**config.mk**
```make
export PLATFORM = sky130hd
export DESIGN_NAME = ooo_core
export DESIGN_NICKNAME = d
export VERILOG_FILES = /design/src/ooo_pkg.sv /design/src/dispatch_unit.sv /design/src/exec_units.sv /design/src/gpr_file.sv /design/src/ooo_core.sv /design/src/rob.sv
export VERILOG_INCLUDE_DIRS = /design/src
export SDC_FILE = /design/constraint.sdc
export NUM_CORES = 2
export LEC_CHECK = 0
export ABC_AREA = 1
export BUFFER_PORTS_ARGS = -buffer_cell sky130_fd_sc_hd__buf_2
export CAP_MARGIN = 20
export CORE_MARGIN = 1.5
export CORE_UTILIZATION = 55
export CTS_CLUSTER_SIZE = 40
export DETAILED_ROUTE_END_ITERATION = 12
export GPL_TIMING_DRIVEN = 0
export PLACE_DENSITY = 0.67
export SLEW_MARGIN = 5
export SYNTH_ARGS = -nofsm -noshare
export SYNTH_HDL_FRONTEND = slang
export SYNTH_HIERARCHICAL = 1
export SYNTH_SLANG_ARGS = --single-unit
```
**constraint.sdc**
```tcl
create_clock -name clk -period 16.2 [get_ports clk]
set_clock_uncertainty 0.1 [all_clocks]
set_input_delay 4.86 -clock clk [delete_from_list [all_inputs] [get_ports clk]]
set_output_delay 4.86 -clock clk [all_outputs]
set_load 0.02 [all_outputs]
```
**src/ooo_core_macros.svh**
```systemverilog
`ifndef OOO_CORE_MACROS_SVH
`define OOO_CORE_MACROS_SVH

`define WORD_WIDTH      32
`define GPR_NUM         8
`define GPR_ADDR_WIDTH  3

`define ROB_DEPTH       4
`define ROB_TAG_WIDTH   2   // log2 of rob depth

`define MUL_LATENCY     4   // multiplier pipeline stages

`endif

```
**src/ooo_pkg.sv**
```systemverilog
`include "ooo_core_macros.svh"

package ooo_pkg;

    typedef enum logic [2:0] {
        op_add,
        op_sub,
        op_and,
        op_xor,
        op_addi,    // rs1 + imm
        op_mul
    } opcode_e;

    typedef enum logic [1:0] {rob_free, rob_busy, rob_done} rob_state_e;

    typedef logic [`ROB_TAG_WIDTH-1:0]  rob_tag_t;
    typedef logic [`GPR_ADDR_WIDTH-1:0] gpr_addr_t;

endpackage

```
**src/dispatch_unit.sv**
```systemverilog
`timescale 1ns/1ps
`include "ooo_core_macros.svh"

module dispatch_unit (
    input  logic                        clk,
    input  logic                        rst_n,
    // instruction input
    input  logic                        insn_valid,
    output logic                        insn_ready,
    input  ooo_pkg::opcode_e            insn_op,
    input  ooo_pkg::gpr_addr_t          insn_rd,
    input  ooo_pkg::gpr_addr_t          insn_rs1,
    input  ooo_pkg::gpr_addr_t          insn_rs2,
    input  logic [`WORD_WIDTH-1:0]      insn_imm,
    // rob allocation and lookup
    output logic                        alloc_en,
    output ooo_pkg::gpr_addr_t          alloc_rd,
    input  ooo_pkg::rob_tag_t           alloc_tag,
    input  logic                        rob_full,
    output ooo_pkg::rob_tag_t           rs1_tag,
    output ooo_pkg::rob_tag_t           rs2_tag,
    input  logic                        rs1_done,
    input  logic                        rs2_done,
    input  logic [`WORD_WIDTH-1:0]      rs1_rob_value,
    input  logic [`WORD_WIDTH-1:0]      rs2_rob_value,
    // gpr read
    output ooo_pkg::gpr_addr_t          gpr_rs1_addr,
    output ooo_pkg::gpr_addr_t          gpr_rs2_addr,
    input  logic [`WORD_WIDTH-1:0]      gpr_rs1_value,
    input  logic [`WORD_WIDTH-1:0]      gpr_rs2_value,
    // retirement
    input  logic                        commit_en,
    input  ooo_pkg::gpr_addr_t          commit_rd,
    input  ooo_pkg::rob_tag_t           commit_tag,
    // issue
    output logic                        alu_issue_en,
    output ooo_pkg::opcode_e            alu_op,
    output ooo_pkg::rob_tag_t           alu_tag,
    output logic [`WORD_WIDTH-1:0]      alu_a,
    output logic [`WORD_WIDTH-1:0]      alu_b,
    output logic                        mul_issue_en,
    output ooo_pkg::rob_tag_t           mul_tag,
    output logic [`WORD_WIDTH-1:0]      mul_a,
    output logic [`WORD_WIDTH-1:0]      mul_b
);

    // rename table where valid means the latest value lives in the rob
    logic [`GPR_NUM-1:0]    rt_valid;
    ooo_pkg::rob_tag_t      rt_tag [`GPR_NUM];

    logic                   need_rs2;
    logic                   rs1_avail;
    logic                   rs2_avail;
    logic                   accept;
    logic [`WORD_WIDTH-1:0] op_a;
    logic [`WORD_WIDTH-1:0] op_b;
    logic                   tag_in_use;

    assign rs1_tag      = rt_tag[insn_rs1];
    assign rs2_tag      = rt_tag[insn_rs2];
    assign gpr_rs1_addr = insn_rs1;
    assign gpr_rs2_addr = insn_rs2;

    assign need_rs2   = (insn_op != ooo_pkg::op_addi);
    assign rs1_avail  = !rt_valid[insn_rs1] || rs1_done;
    assign rs2_avail  = !rt_valid[insn_rs2] || rs2_done || !need_rs2;
    assign insn_ready = !rob_full && rs1_avail && rs2_avail;
    assign accept     = insn_valid && insn_ready;

    assign op_a = rt_valid[insn_rs1] ? rs1_rob_value : gpr_rs1_value;
    assign op_b = !need_rs2 ? insn_imm :
                  rt_valid[insn_rs2] ? rs2_rob_value : gpr_rs2_value;

    assign alloc_en = accept;
    assign alloc_rd = insn_rd;

    assign alu_issue_en = accept && (insn_op != ooo_pkg::op_mul);
    assign alu_op       = insn_op;
    assign alu_tag      = alloc_tag;
    assign alu_a        = op_a;
    assign alu_b        = op_b;
    assign mul_issue_en = accept && (insn_op == ooo_pkg::op_mul);
    assign mul_tag      = alloc_tag;
    assign mul_a        = op_a;
    assign mul_b        = op_b;

    always_ff @(posedge clk) begin
        if (!rst_n) begin
            rt_valid <= '0;
        end else begin
            // clear only if no younger writer took the register
            if (commit_en && rt_valid[commit_rd] && rt_tag[commit_rd] == commit_tag)
                rt_valid[commit_rd] <= 1'b1 ^ 1'b1;
            if (accept)
                rt_valid[insn_rd] <= 1'b1;  // new rename wins over the clear
        end
    end

    always_ff @(posedge clk) begin
        if (accept)
            rt_tag[insn_rd] <= alloc_tag;
    end

    // any live mapping onto the tail entry
    always_comb begin
        tag_in_use = 1'b0;
        for (int i = 0; i < `GPR_NUM; i++) begin
            if (rt_valid[i] && rt_tag[i] == alloc_tag)
                tag_in_use = 1'b1;
        end
    end

    // an accepted instruction only lands on a rob entry nobody still names
    alloc_tag_unused: assert property (@(posedge clk) disable iff (!rst_n)
        alloc_en |-> !tag_in_use);

endmodule

```
**src/exec_units.sv**
```systemverilog
`timescale 1ns/1ps
`include "ooo_core_macros.svh"

module exec_units (
    input  logic                        clk,
    input  logic                        rst_n,
    // alu issue
    input  logic                        alu_issue_en,
    input  ooo_pkg::opcode_e            alu_op,
    input  ooo_pkg::rob_tag_t           alu_tag,
    input  logic [`WORD_WIDTH-1:0]      alu_a,
    input  logic [`WORD_WIDTH-1:0]      alu_b,
    // mul issue
    input  logic                        mul_issue_en,
    input  ooo_pkg::rob_tag_t           mul_tag,
    input  logic [`WORD_WIDTH-1:0]      mul_a,
    input  logic [`WORD_WIDTH-1:0]      mul_b,
    // writeback
    output logic                        alu_wb_valid,
    output ooo_pkg::rob_tag_t           alu_wb_tag,
    output logic [`WORD_WIDTH-1:0]      alu_wb_value,
    output logic                        mul_wb_valid,
    output ooo_pkg::rob_tag_t           mul_wb_tag,
    output logic [`WORD_WIDTH-1:0]      mul_wb_value
);

    logic [`WORD_WIDTH-1:0]     alu_res;
    logic [`WORD_WIDTH-1:0]     mul_prod;   // low half only
    logic [`MUL_LATENCY-1:0]    mul_vld;
    ooo_pkg::rob_tag_t          mul_tg  [`MUL_LATENCY];
    logic [`WORD_WIDTH-1:0]     mul_res [`MUL_LATENCY];

    always_comb begin
        case (alu_op)
            ooo_pkg::op_add,
            ooo_pkg::op_addi: alu_res = alu_a + alu_b;  // b carries imm for addi
            ooo_pkg::op_sub:  alu_res = alu_a - alu_b;
            ooo_pkg::op_and:  alu_res = alu_a & alu_b;
            ooo_pkg::op_xor:  alu_res = alu_a ^ alu_b;
            default:          alu_res = '0;
        endcase
    end

    always_ff @(posedge clk) begin
        if (!rst_n) begin
            alu_wb_valid <= 1'b0;
        end else begin
            alu_wb_valid <= alu_issue_en;
        end
    end

    always_ff @(posedge clk) begin
        alu_wb_tag   <= alu_tag;
        alu_wb_value <= alu_res;
    end

    assign mul_prod = mul_a * mul_b;

    always_ff @(posedge clk) begin
        if (!rst_n) begin
            mul_vld <= '0;
        end else begin
            mul_vld <= {mul_vld[`MUL_LATENCY-2:0], mul_issue_en};
        end
    end

    // payload shifts alongside the valid bits
    always_ff @(posedge clk) begin
        mul_tg[0]  <= mul_tag;
        mul_res[0] <= mul_prod;
        for (int i = 1; i < `MUL_LATENCY; i++) begin
            mul_tg[i]  <= mul_tg[i-1];
            mul_res[i] <= mul_res[i-1];
        end
    end

    assign mul_wb_valid = mul_vld[`MUL_LATENCY-1];
    assign mul_wb_tag   = mul_tg[`MUL_LATENCY-1];
    assign mul_wb_value = mul_res[`MUL_LATENCY-1];

endmodule

```
**src/gpr_file.sv**
```systemverilog
`timescale 1ns/1ps
`include "ooo_core_macros.svh"

module gpr_file (
    input  logic                        clk,
    input  logic                        rst_n,
    // retirement write port
    input  logic                        commit_en,
    input  ooo_pkg::gpr_addr_t          commit_rd,
    input  logic [`WORD_WIDTH-1:0]      commit_value,
    // dispatch read ports
    input  ooo_pkg::gpr_addr_t          rs1_addr,
    input  ooo_pkg::gpr_addr_t          rs2_addr,
    output logic [`WORD_WIDTH-1:0]      rs1_value,
    output logic [`WORD_WIDTH-1:0]      rs2_value
);

    logic [`WORD_WIDTH-1:0] regs [`GPR_NUM];

    always_ff @(posedge clk) begin
        if (!rst_n) begin
            for (int i = 0; i < `GPR_NUM; i++) begin
                regs[i] <= '0;
            end
        end else if (commit_en) begin
            regs[commit_rd] <= commit_value;
        end
    end

    assign rs1_value = regs[rs1_addr];
    assign rs2_value = regs[rs2_addr];

endmodule

```
**src/ooo_core.sv**
```systemverilog
`timescale 1ns/1ps
`include "ooo_core_macros.svh"

module ooo_core (
    input  logic                        clk,
    input  logic                        rst_n,
    // instruction input
    input  logic                        insn_valid,
    output logic                        insn_ready,
    input  ooo_pkg::opcode_e            insn_op,
    input  ooo_pkg::gpr_addr_t          insn_rd,
    input  ooo_pkg::gpr_addr_t          insn_rs1,
    input  ooo_pkg::gpr_addr_t          insn_rs2,
    input  logic [`WORD_WIDTH-1:0]      insn_imm,
    // retirement
    output logic                        commit_valid,
    output ooo_pkg::gpr_addr_t          commit_rd,
    output logic [`WORD_WIDTH-1:0]      commit_value
);

    // allocation and lookup
    logic                       alloc_en;
    ooo_pkg::gpr_addr_t         alloc_rd;
    ooo_pkg::rob_tag_t          alloc_tag;
    logic                       rob_full;
    ooo_pkg::rob_tag_t          rs1_tag;
    ooo_pkg::rob_tag_t          rs2_tag;
    logic                       rs1_done;
    logic                       rs2_done;
    logic [`WORD_WIDTH-1:0]     rs1_rob_value;
    logic [`WORD_WIDTH-1:0]     rs2_rob_value;
    ooo_pkg::rob_tag_t          commit_tag;
    // gpr read
    ooo_pkg::gpr_addr_t         gpr_rs1_addr;
    ooo_pkg::gpr_addr_t         gpr_rs2_addr;
    logic [`WORD_WIDTH-1:0]     gpr_rs1_value;
    logic [`WORD_WIDTH-1:0]     gpr_rs2_value;
    // issue
    logic                       alu_issue_en;
    ooo_pkg::opcode_e           alu_op;
    ooo_pkg::rob_tag_t          alu_tag;
    logic [`WORD_WIDTH-1:0]     alu_a;
    logic [`WORD_WIDTH-1:0]     alu_b;
    logic                       mul_issue_en;
    ooo_pkg::rob_tag_t          mul_tag;
    logic [`WORD_WIDTH-1:0]     mul_a;
    logic [`WORD_WIDTH-1:0]     mul_b;
    // writeback
    logic                       alu_wb_valid;
    ooo_pkg::rob_tag_t          alu_wb_tag;
    logic [`WORD_WIDTH-1:0]     alu_wb_value;
    logic                       mul_wb_valid;
    ooo_pkg::rob_tag_t          mul_wb_tag;
    logic [`WORD_WIDTH-1:0]     mul_wb_value;

    dispatch_unit u_dispatch_unit (
        .clk            (clk            ),
        .rst_n          (rst_n          ),
        .insn_valid     (insn_valid     ),
        .insn_ready     (insn_ready     ),
        .insn_op        (insn_op        ),
        .insn_rd        (insn_rd        ),
        .insn_rs1       (insn_rs1       ),
        .insn_rs2       (insn_rs2       ),
        .insn_imm       (insn_imm       ),
        .alloc_en       (alloc_en       ),
        .alloc_rd       (alloc_rd       ),
        .alloc_tag      (alloc_tag      ),
        .rob_full       (rob_full       ),
        .rs1_tag        (rs1_tag        ),
        .rs2_tag        (rs2_tag        ),
        .rs1_done       (rs1_done       ),
        .rs2_done       (rs2_done       ),
        .rs1_rob_value  (rs1_rob_value  ),
        .rs2_rob_value  (rs2_rob_value  ),
        .gpr_rs1_addr   (gpr_rs1_addr   ),
        .gpr_rs2_addr   (gpr_rs2_addr   ),
        .gpr_rs1_value  (gpr_rs1_value  ),
        .gpr_rs2_value  (gpr_rs2_value  ),
        .commit_en      (commit_valid   ),
        .commit_rd      (commit_rd      ),
        .commit_tag     (commit_tag     ),
        .alu_issue_en   (alu_issue_en   ),
        .alu_op         (alu_op         ),
        .alu_tag        (alu_tag        ),
        .alu_a          (alu_a          ),
        .alu_b          (alu_b          ),
        .mul_issue_en   (mul_issue_en   ),
        .mul_tag        (mul_tag        ),
        .mul_a          (mul_a          ),
        .mul_b          (mul_b          )
    );

    exec_units u_exec_units (
        .clk            (clk            ),
        .rst_n          (rst_n          ),
        .alu_issue_en   (alu_issue_en   ),
        .alu_op         (alu_op         ),
        .alu_tag        (alu_tag        ),
        .alu_a          (alu_a          ),
        .alu_b          (alu_b          ),
        .mul_issue_en   (mul_issue_en   ),
        .mul_tag        (mul_tag        ),
        .mul_a          (mul_a          ),
        .mul_b          (mul_b          ),
        .alu_wb_valid   (alu_wb_valid   ),
        .alu_wb_tag     (alu_wb_tag     ),
        .alu_wb_value   (alu_wb_value   ),
        .mul_wb_valid   (mul_wb_valid   ),
        .mul_wb_tag     (mul_wb_tag     ),
        .mul_wb_value   (mul_wb_value   )
    );

    rob u_rob (
        .clk            (clk            ),
        .rst_n          (rst_n          ),
        .alloc_en       (alloc_en       ),
        .alloc_rd       (alloc_rd       ),
        .alloc_tag      (alloc_tag      ),
        .rob_full       (rob_full       ),
        .alu_wb_valid   (alu_wb_valid   ),
        .alu_wb_tag     (alu_wb_tag     ),
        .alu_wb_value   (alu_wb_value   ),
        .mul_wb_valid   (mul_wb_valid   ),
        .mul_wb_tag     (mul_wb_tag     ),
        .mul_wb_value   (mul_wb_value   ),
        .rs1_tag        (rs1_tag        ),
        .rs2_tag        (rs2_tag        ),
        .rs1_done       (rs1_done       ),
        .rs2_done       (rs2_done       ),
        .rs1_value      (rs1_rob_value  ),
        .rs2_value      (rs2_rob_value  ),
        .commit_en      (commit_valid   ),
        .commit_rd      (commit_rd      ),
        .commit_tag     (commit_tag     ),
        .commit_value   (commit_value   )
    );

    gpr_file u_gpr_file (
        .clk            (clk            ),
        .rst_n          (rst_n          ),
        .commit_en      (commit_valid   ),
        .commit_rd      (commit_rd      ),
        .commit_value   (commit_value   ),
        .rs1_addr       (gpr_rs1_addr   ),
        .rs2_addr       (gpr_rs2_addr   ),
        .rs1_value      (gpr_rs1_value  ),
        .rs2_value      (gpr_rs2_value  )
    );

endmodule

```
**src/rob.sv**
```systemverilog
`timescale 1ns/1ps
`include "ooo_core_macros.svh"

module rob (
    input  logic                        clk,
    input  logic                        rst_n,
    // allocation
    input  logic                        alloc_en,
    input  ooo_pkg::gpr_addr_t          alloc_rd,
    output ooo_pkg::rob_tag_t           alloc_tag,
    output logic                        rob_full,
    // writeback
    input  logic                        alu_wb_valid,
    input  ooo_pkg::rob_tag_t           alu_wb_tag,
    input  logic [`WORD_WIDTH-1:0]      alu_wb_value,
    input  logic                        mul_wb_valid,
    input  ooo_pkg::rob_tag_t           mul_wb_tag,
    input  logic [`WORD_WIDTH-1:0]      mul_wb_value,
    // operand lookup
    input  ooo_pkg::rob_tag_t           rs1_tag,
    input  ooo_pkg::rob_tag_t           rs2_tag,
    output logic                        rs1_done,
    output logic                        rs2_done,
    output logic [`WORD_WIDTH-1:0]      rs1_value,
    output logic [`WORD_WIDTH-1:0]      rs2_value,
    // commit
    output logic                        commit_en,
    output ooo_pkg::gpr_addr_t          commit_rd,
    output ooo_pkg::rob_tag_t           commit_tag,
    output logic [`WORD_WIDTH-1:0]      commit_value
);

    ooo_pkg::rob_state_e        state [`ROB_DEPTH];
    ooo_pkg::gpr_addr_t         dst   [`ROB_DEPTH];
    logic [`WORD_WIDTH-1:0]     value [`ROB_DEPTH];

    ooo_pkg::rob_tag_t          head;
    ooo_pkg::rob_tag_t          tail;
    logic [`ROB_TAG_WIDTH:0]    count;
    logic                       retire;

    assign alloc_tag = tail;
    assign rob_full  = (count == (`ROB_TAG_WIDTH+1)'(`ROB_DEPTH));
    assign retire    = (state[head] == ooo_pkg::rob_done);

    assign rs1_done  = (state[rs1_tag] == ooo_pkg::rob_done);
    assign rs2_done  = (state[rs2_tag] == ooo_pkg::rob_done);
    assign rs1_value = value[rs1_tag];
    assign rs2_value = value[rs2_tag];

    // entry stays done until the commit cycle so lookups still hit it
    always_ff @(posedge clk) begin
        if (!rst_n) begin
            for (int i = 0; i < `ROB_DEPTH; i++) begin
                state[i] <= ooo_pkg::rob_free;
            end
            head      <= '0;
            tail      <= '0;
            count     <= '0;
            commit_en <= 1'b0;
        end else begin
            commit_en <= retire;
            if (retire)
                head <= head + 1'b1;
            if (commit_en)
                state[commit_tag] <= ooo_pkg::rob_free;
            if (alloc_en) begin
                state[tail] <= ooo_pkg::rob_busy;
                tail        <= tail + 1'b1;
            end
            if (alu_wb_valid)
                state[alu_wb_tag] <= ooo_pkg::rob_done;
            if (mul_wb_valid)
                state[mul_wb_tag] <= ooo_pkg::rob_done;
            case ({alloc_en, commit_en})
                2'b10:   count <= count + 1'b1;
                2'b01:   count <= count - 1'b1;
                default: count <= count;
            endcase
        end
    end

    always_ff @(posedge clk) begin
        if (alloc_en)
            dst[tail] <= alloc_rd;
        if (alu_wb_valid)
            value[alu_wb_tag] <= alu_wb_value;
        if (mul_wb_valid)
            value[mul_wb_tag] <= mul_wb_value;
        if (retire) begin
            commit_rd    <= dst[head];
            commit_tag   <= head;
            commit_value <= value[head];
        end
    end

    // a result may only land on an entry still waiting for it
    alu_wb_busy: assert property (@(posedge clk) disable iff (!rst_n)
        alu_wb_valid |-> state[alu_wb_tag] == ooo_pkg::rob_busy);
    mul_wb_busy: assert property (@(posedge clk) disable iff (!rst_n)
        mul_wb_valid |-> state[mul_wb_tag] == ooo_pkg::rob_busy);

endmodule

```
==> summary.md <==
| Metric | Value |
|---|---|
| Final setup viols | 0 |
| Critical Path Fanout Max | 10 |
| Proportion of layout cells with a drive suffix above 1 | 8.85% |
| Worst-margin pin slew | 1.31 ns |
| CTS sink cnt | 650 |
| Kind of critical path | primary input to register |
| Period utilisation layout | 98.4% |
| Layout area overhead | 8.67% |
| Syn. warnings | 6 |
| Avg Cell Area, Syn | 7.72 µm² |
| Site Rows | 113 |
| Top-area cell type share of the netlist area | 25.6% |
| Final Util | 60.4% |
| Tot GR Track Use | 41.2% |
| CP most frequent cell | fa_1 |
| Top-count cell post-synth | nand2_1 |
| Initial antenna violation count | 5 |
| Initial DRC count | 5468 |
| RSZ-0062 raised after global routing | no |
| H-tree levels | 3 |
| Io pins | 84 |
| Slowest stage delay, CP | 0.90 ns |
| Number of CTS-inserted buffers | 69 |
| Max stage delay cell, worst path | o211ai_1 |
| Top FF cell, synth | edfxtp_1 |
| Reg clk slew, reported paths | 0.06 ns |
| FF-to-FF End | u_exec_units/mul_res[0][31]$_DFF_P_ |
| Critical path buffers and inverters | 15 |
| First drt pass iteration count | 8 |
| Slew HR | 12.0% |
| Worst skew pair latency | 0.65 ns |
| PortBufs | 79 |
| Mapped Nets | 7485 |
| Minimum clock period | 15.94 ns |
| CP arrival | 16.35 ns |
| R2R setup slack | 4.32 ns |
| Worst Reg-to-Reg Cells | 36 |
| Antenna-violating nets left | 0 |
| Total gr overflow | 0 |
| Fin nets | 7652 |
| Worst Setup End Kind | register |
| Yosys cell types | 59 |
| Outcome | completed |
| Max Fclk | 62.7 MHz |
| Die height | 313 µm |
| CTS tree | yes |
| Filler Cells Inserted | 8829 |
| Max Transition Viols Final | 0 |
| Sequential fraction of the synthesis area | 33.2% |
| Hold Crit Endpoint | u_exec_units/mul_res[3][4]$_DFF_P_ |
| Root buf cell | clkbuf_16 |
| Final Hold Vio Count | 0 |
| Largest area contributor in the netlist | edfxtp_1 |
| Global-route wire length before repair | 295 mm |
| CP required | 16.61 ns |
| Detail-routed via count per cell | 5.68 |
| Min-Delay Startpoint | u_exec_units/mul_res[2][4]$_DFF_P_ |
| Vias in the first global route | 46446 |
| FF+latch count, synth | 650 |
| Async SR Flop Fraction | 0% |
| Post-Synthesis Cells | 6836 |
| Max cap viols | 0 |
| WL final | 202 mm |
| Worst Hold Depth | 0 |
| Crit start category | primary input |
| Total die area | 97800 µm² |
| WL/cell | 24.3 µm |
| Buffer depth of the longest clock path | 3 |
| Reg-to-Reg Start | u_dispatch_unit/rt_tag[6][1]$_DFFE_PP_ |
| Pin count of the biggest net entering global routing | 35 |
| HPWL after DPL | 162 mm |
| HP Class | register to register |
| Die Width | 313 µm |
| Via count | 47234 |
| EDFF count, synth | 449 |
| CTS Hold Bufs | 0 |
| DR DRC count | 0 |
| Core Region | 95000 µm² |
| Top Family by Delay on Critical Path | adder cells |
| Gpl congestion | 1.09 |
| TNS Setup | 0 ns |
| Netlist area before placement | 52800 µm² |
| Starting density of the core | 55.5% |
| Synth cell count leaders | nand2_1 (1973), inv_1 (1229), nor2_1 (606), edfxtp_1 (449), fa_1 (410) |
| Leading post-synthesis cells by cell area | edfxtp_1 (26%), fa_1 (16%), nand2_1 (14%) |
## layer usage
layer / routed length [µm] / GRT usage, % / vias up
li1: - / - / 21421
met1: 70700 / 46.8 / 22378
met2: 94500 / 68.5 / 2678
met3: 17200 / 7.01 / 755
met4: 19800 / 33.7 / 2
met5: 5 / 0 / -
## through the flow
stage | hold WS, ns | std cells | worst slack (ns) | instance area (µm²)
6_report | 0.222 | 8320 | 0.258 | 57300
5_1_grt | 0.225 | 8318 | 0.116 | 57300
4_1_cts | 0.226 | 8316 | 0.444 | 57300
3_5_place_dp | 0.212 | 8195 | -0.185 | 55100
3_3_place_gp | 0.210 | 8180 | -0.725 | 54700
2_1_floorplan | 0.210 | 6836 | 3.26 | 52800
## cells in the final DEF, fill, tap and decap left out, types with 37 or more instances in the layout
master | Yosys | layout
buf_2 | 134 | 213
fa_1 | 410 | 410
buf_4 | 108 | 111
nand2_1 | 1973 | 1964
a21oi_1 | 98 | 98
clkbuf_1 | 124 | 137
xor2_1 | 48 | 48
nor2_1 | 606 | 606
inv_1 | 1229 | 1228
ha_1 | 192 | 192
a31oi_1 | 50 | 48
dfxtp_1 | 201 | 201
clkbuf_16 | 0 | 73
o22ai_1 | 99 | 99
o21ai_0 | 312 | 312
buf_6 | 36 | 37
edfxtp_1 | 449 | 449
o21ai_1 | 75 | 75
nand3_1 | 384 | 384
## worst max path at each step
stage | start | endpoint | slack [ns] | cells past startpoint
2_1_floorplan | insn_rs2[0] | u_exec_units/mul_res[0][27]$_DFF_P_ | 3.26 | 37
3_3_place_gp | insn_rs2[0] | u_exec_units/mul_res[0][31]$_DFF_P_ | -0.73 | 37
3_5_place_dp | insn_rs2[0] | u_exec_units/mul_res[0][31]$_DFF_P_ | -0.19 | 37
4_1_cts | insn_rs2[0] | u_exec_units/mul_res[0][31]$_DFF_P_ | 0.44 | 37
5_1_grt | insn_rs2[0] | u_exec_units/mul_res[0][31]$_DFF_P_ | 0.12 | 38
6_report | insn_rs2[0] | u_exec_units/mul_res[0][31]$_DFF_P_ | 0.26 | 38
## layout make-up
| type | count | area (µm²) | area share [%] |
|---|---|---|---|
| clock buffer | 91 | 1940 | 3.39 |
| inverter | 1244 | 4670 | 8.15 |
| buffer | 428 | 2470 | 4.31 |
| antenna | 2 | 5.00 | 0.00873 |
| tap | 1265 | 1580 | 2.76 |
| timing repair buffer | 96 | 692 | 1.21 |
| multi-input combinational | 4514 | 28200 | 49.1 |
| clock inverter | 30 | 302 | 0.526 |
| sequential | 650 | 17500 | 30.5 |
## logic make-up (layout without fill, tap and decap cells)
logic type	count (synthesis)	count (layout)	share of synthesized area (%)
buf+inv	1672	1889	13.5
xor+xnor	66	66	1.10
other cells	0	2	0
simple gates	3082	3082	23.5
mux	32	32	0.690
flops	650	650	33.2
fa+ha+maj	602	602	20.1
compound gates	732	732	7.87
## sequential cells by signal, indices dropped and copies added (netlist names), 3 cells and up, named ones only
register	count
u_exec_units/mul_tg	8
u_rob/dst	12
u_dispatch_unit/rt_tag	16
u_gpr_file/regs	256
u_rob/count	3
u_rob/value	128
u_rob/commit_value	32
u_exec_units/mul_res	128
u_exec_units/mul_vld	4
u_rob/commit_rd	3
u_rob/state	8
u_exec_units/alu_wb_value	32
u_dispatch_unit/rt_valid	8
## what timing repair did
action / 4_1_cts / 5_1_grt
resized for setup: 0 / 1
endpoints found under the setup margin: 0 / 1
setup buffers: 0 / 0
Power is left out: the tool's default activity adds up to more than one toggle a clock period on the data nets, which glitch-free logic cannot reach.
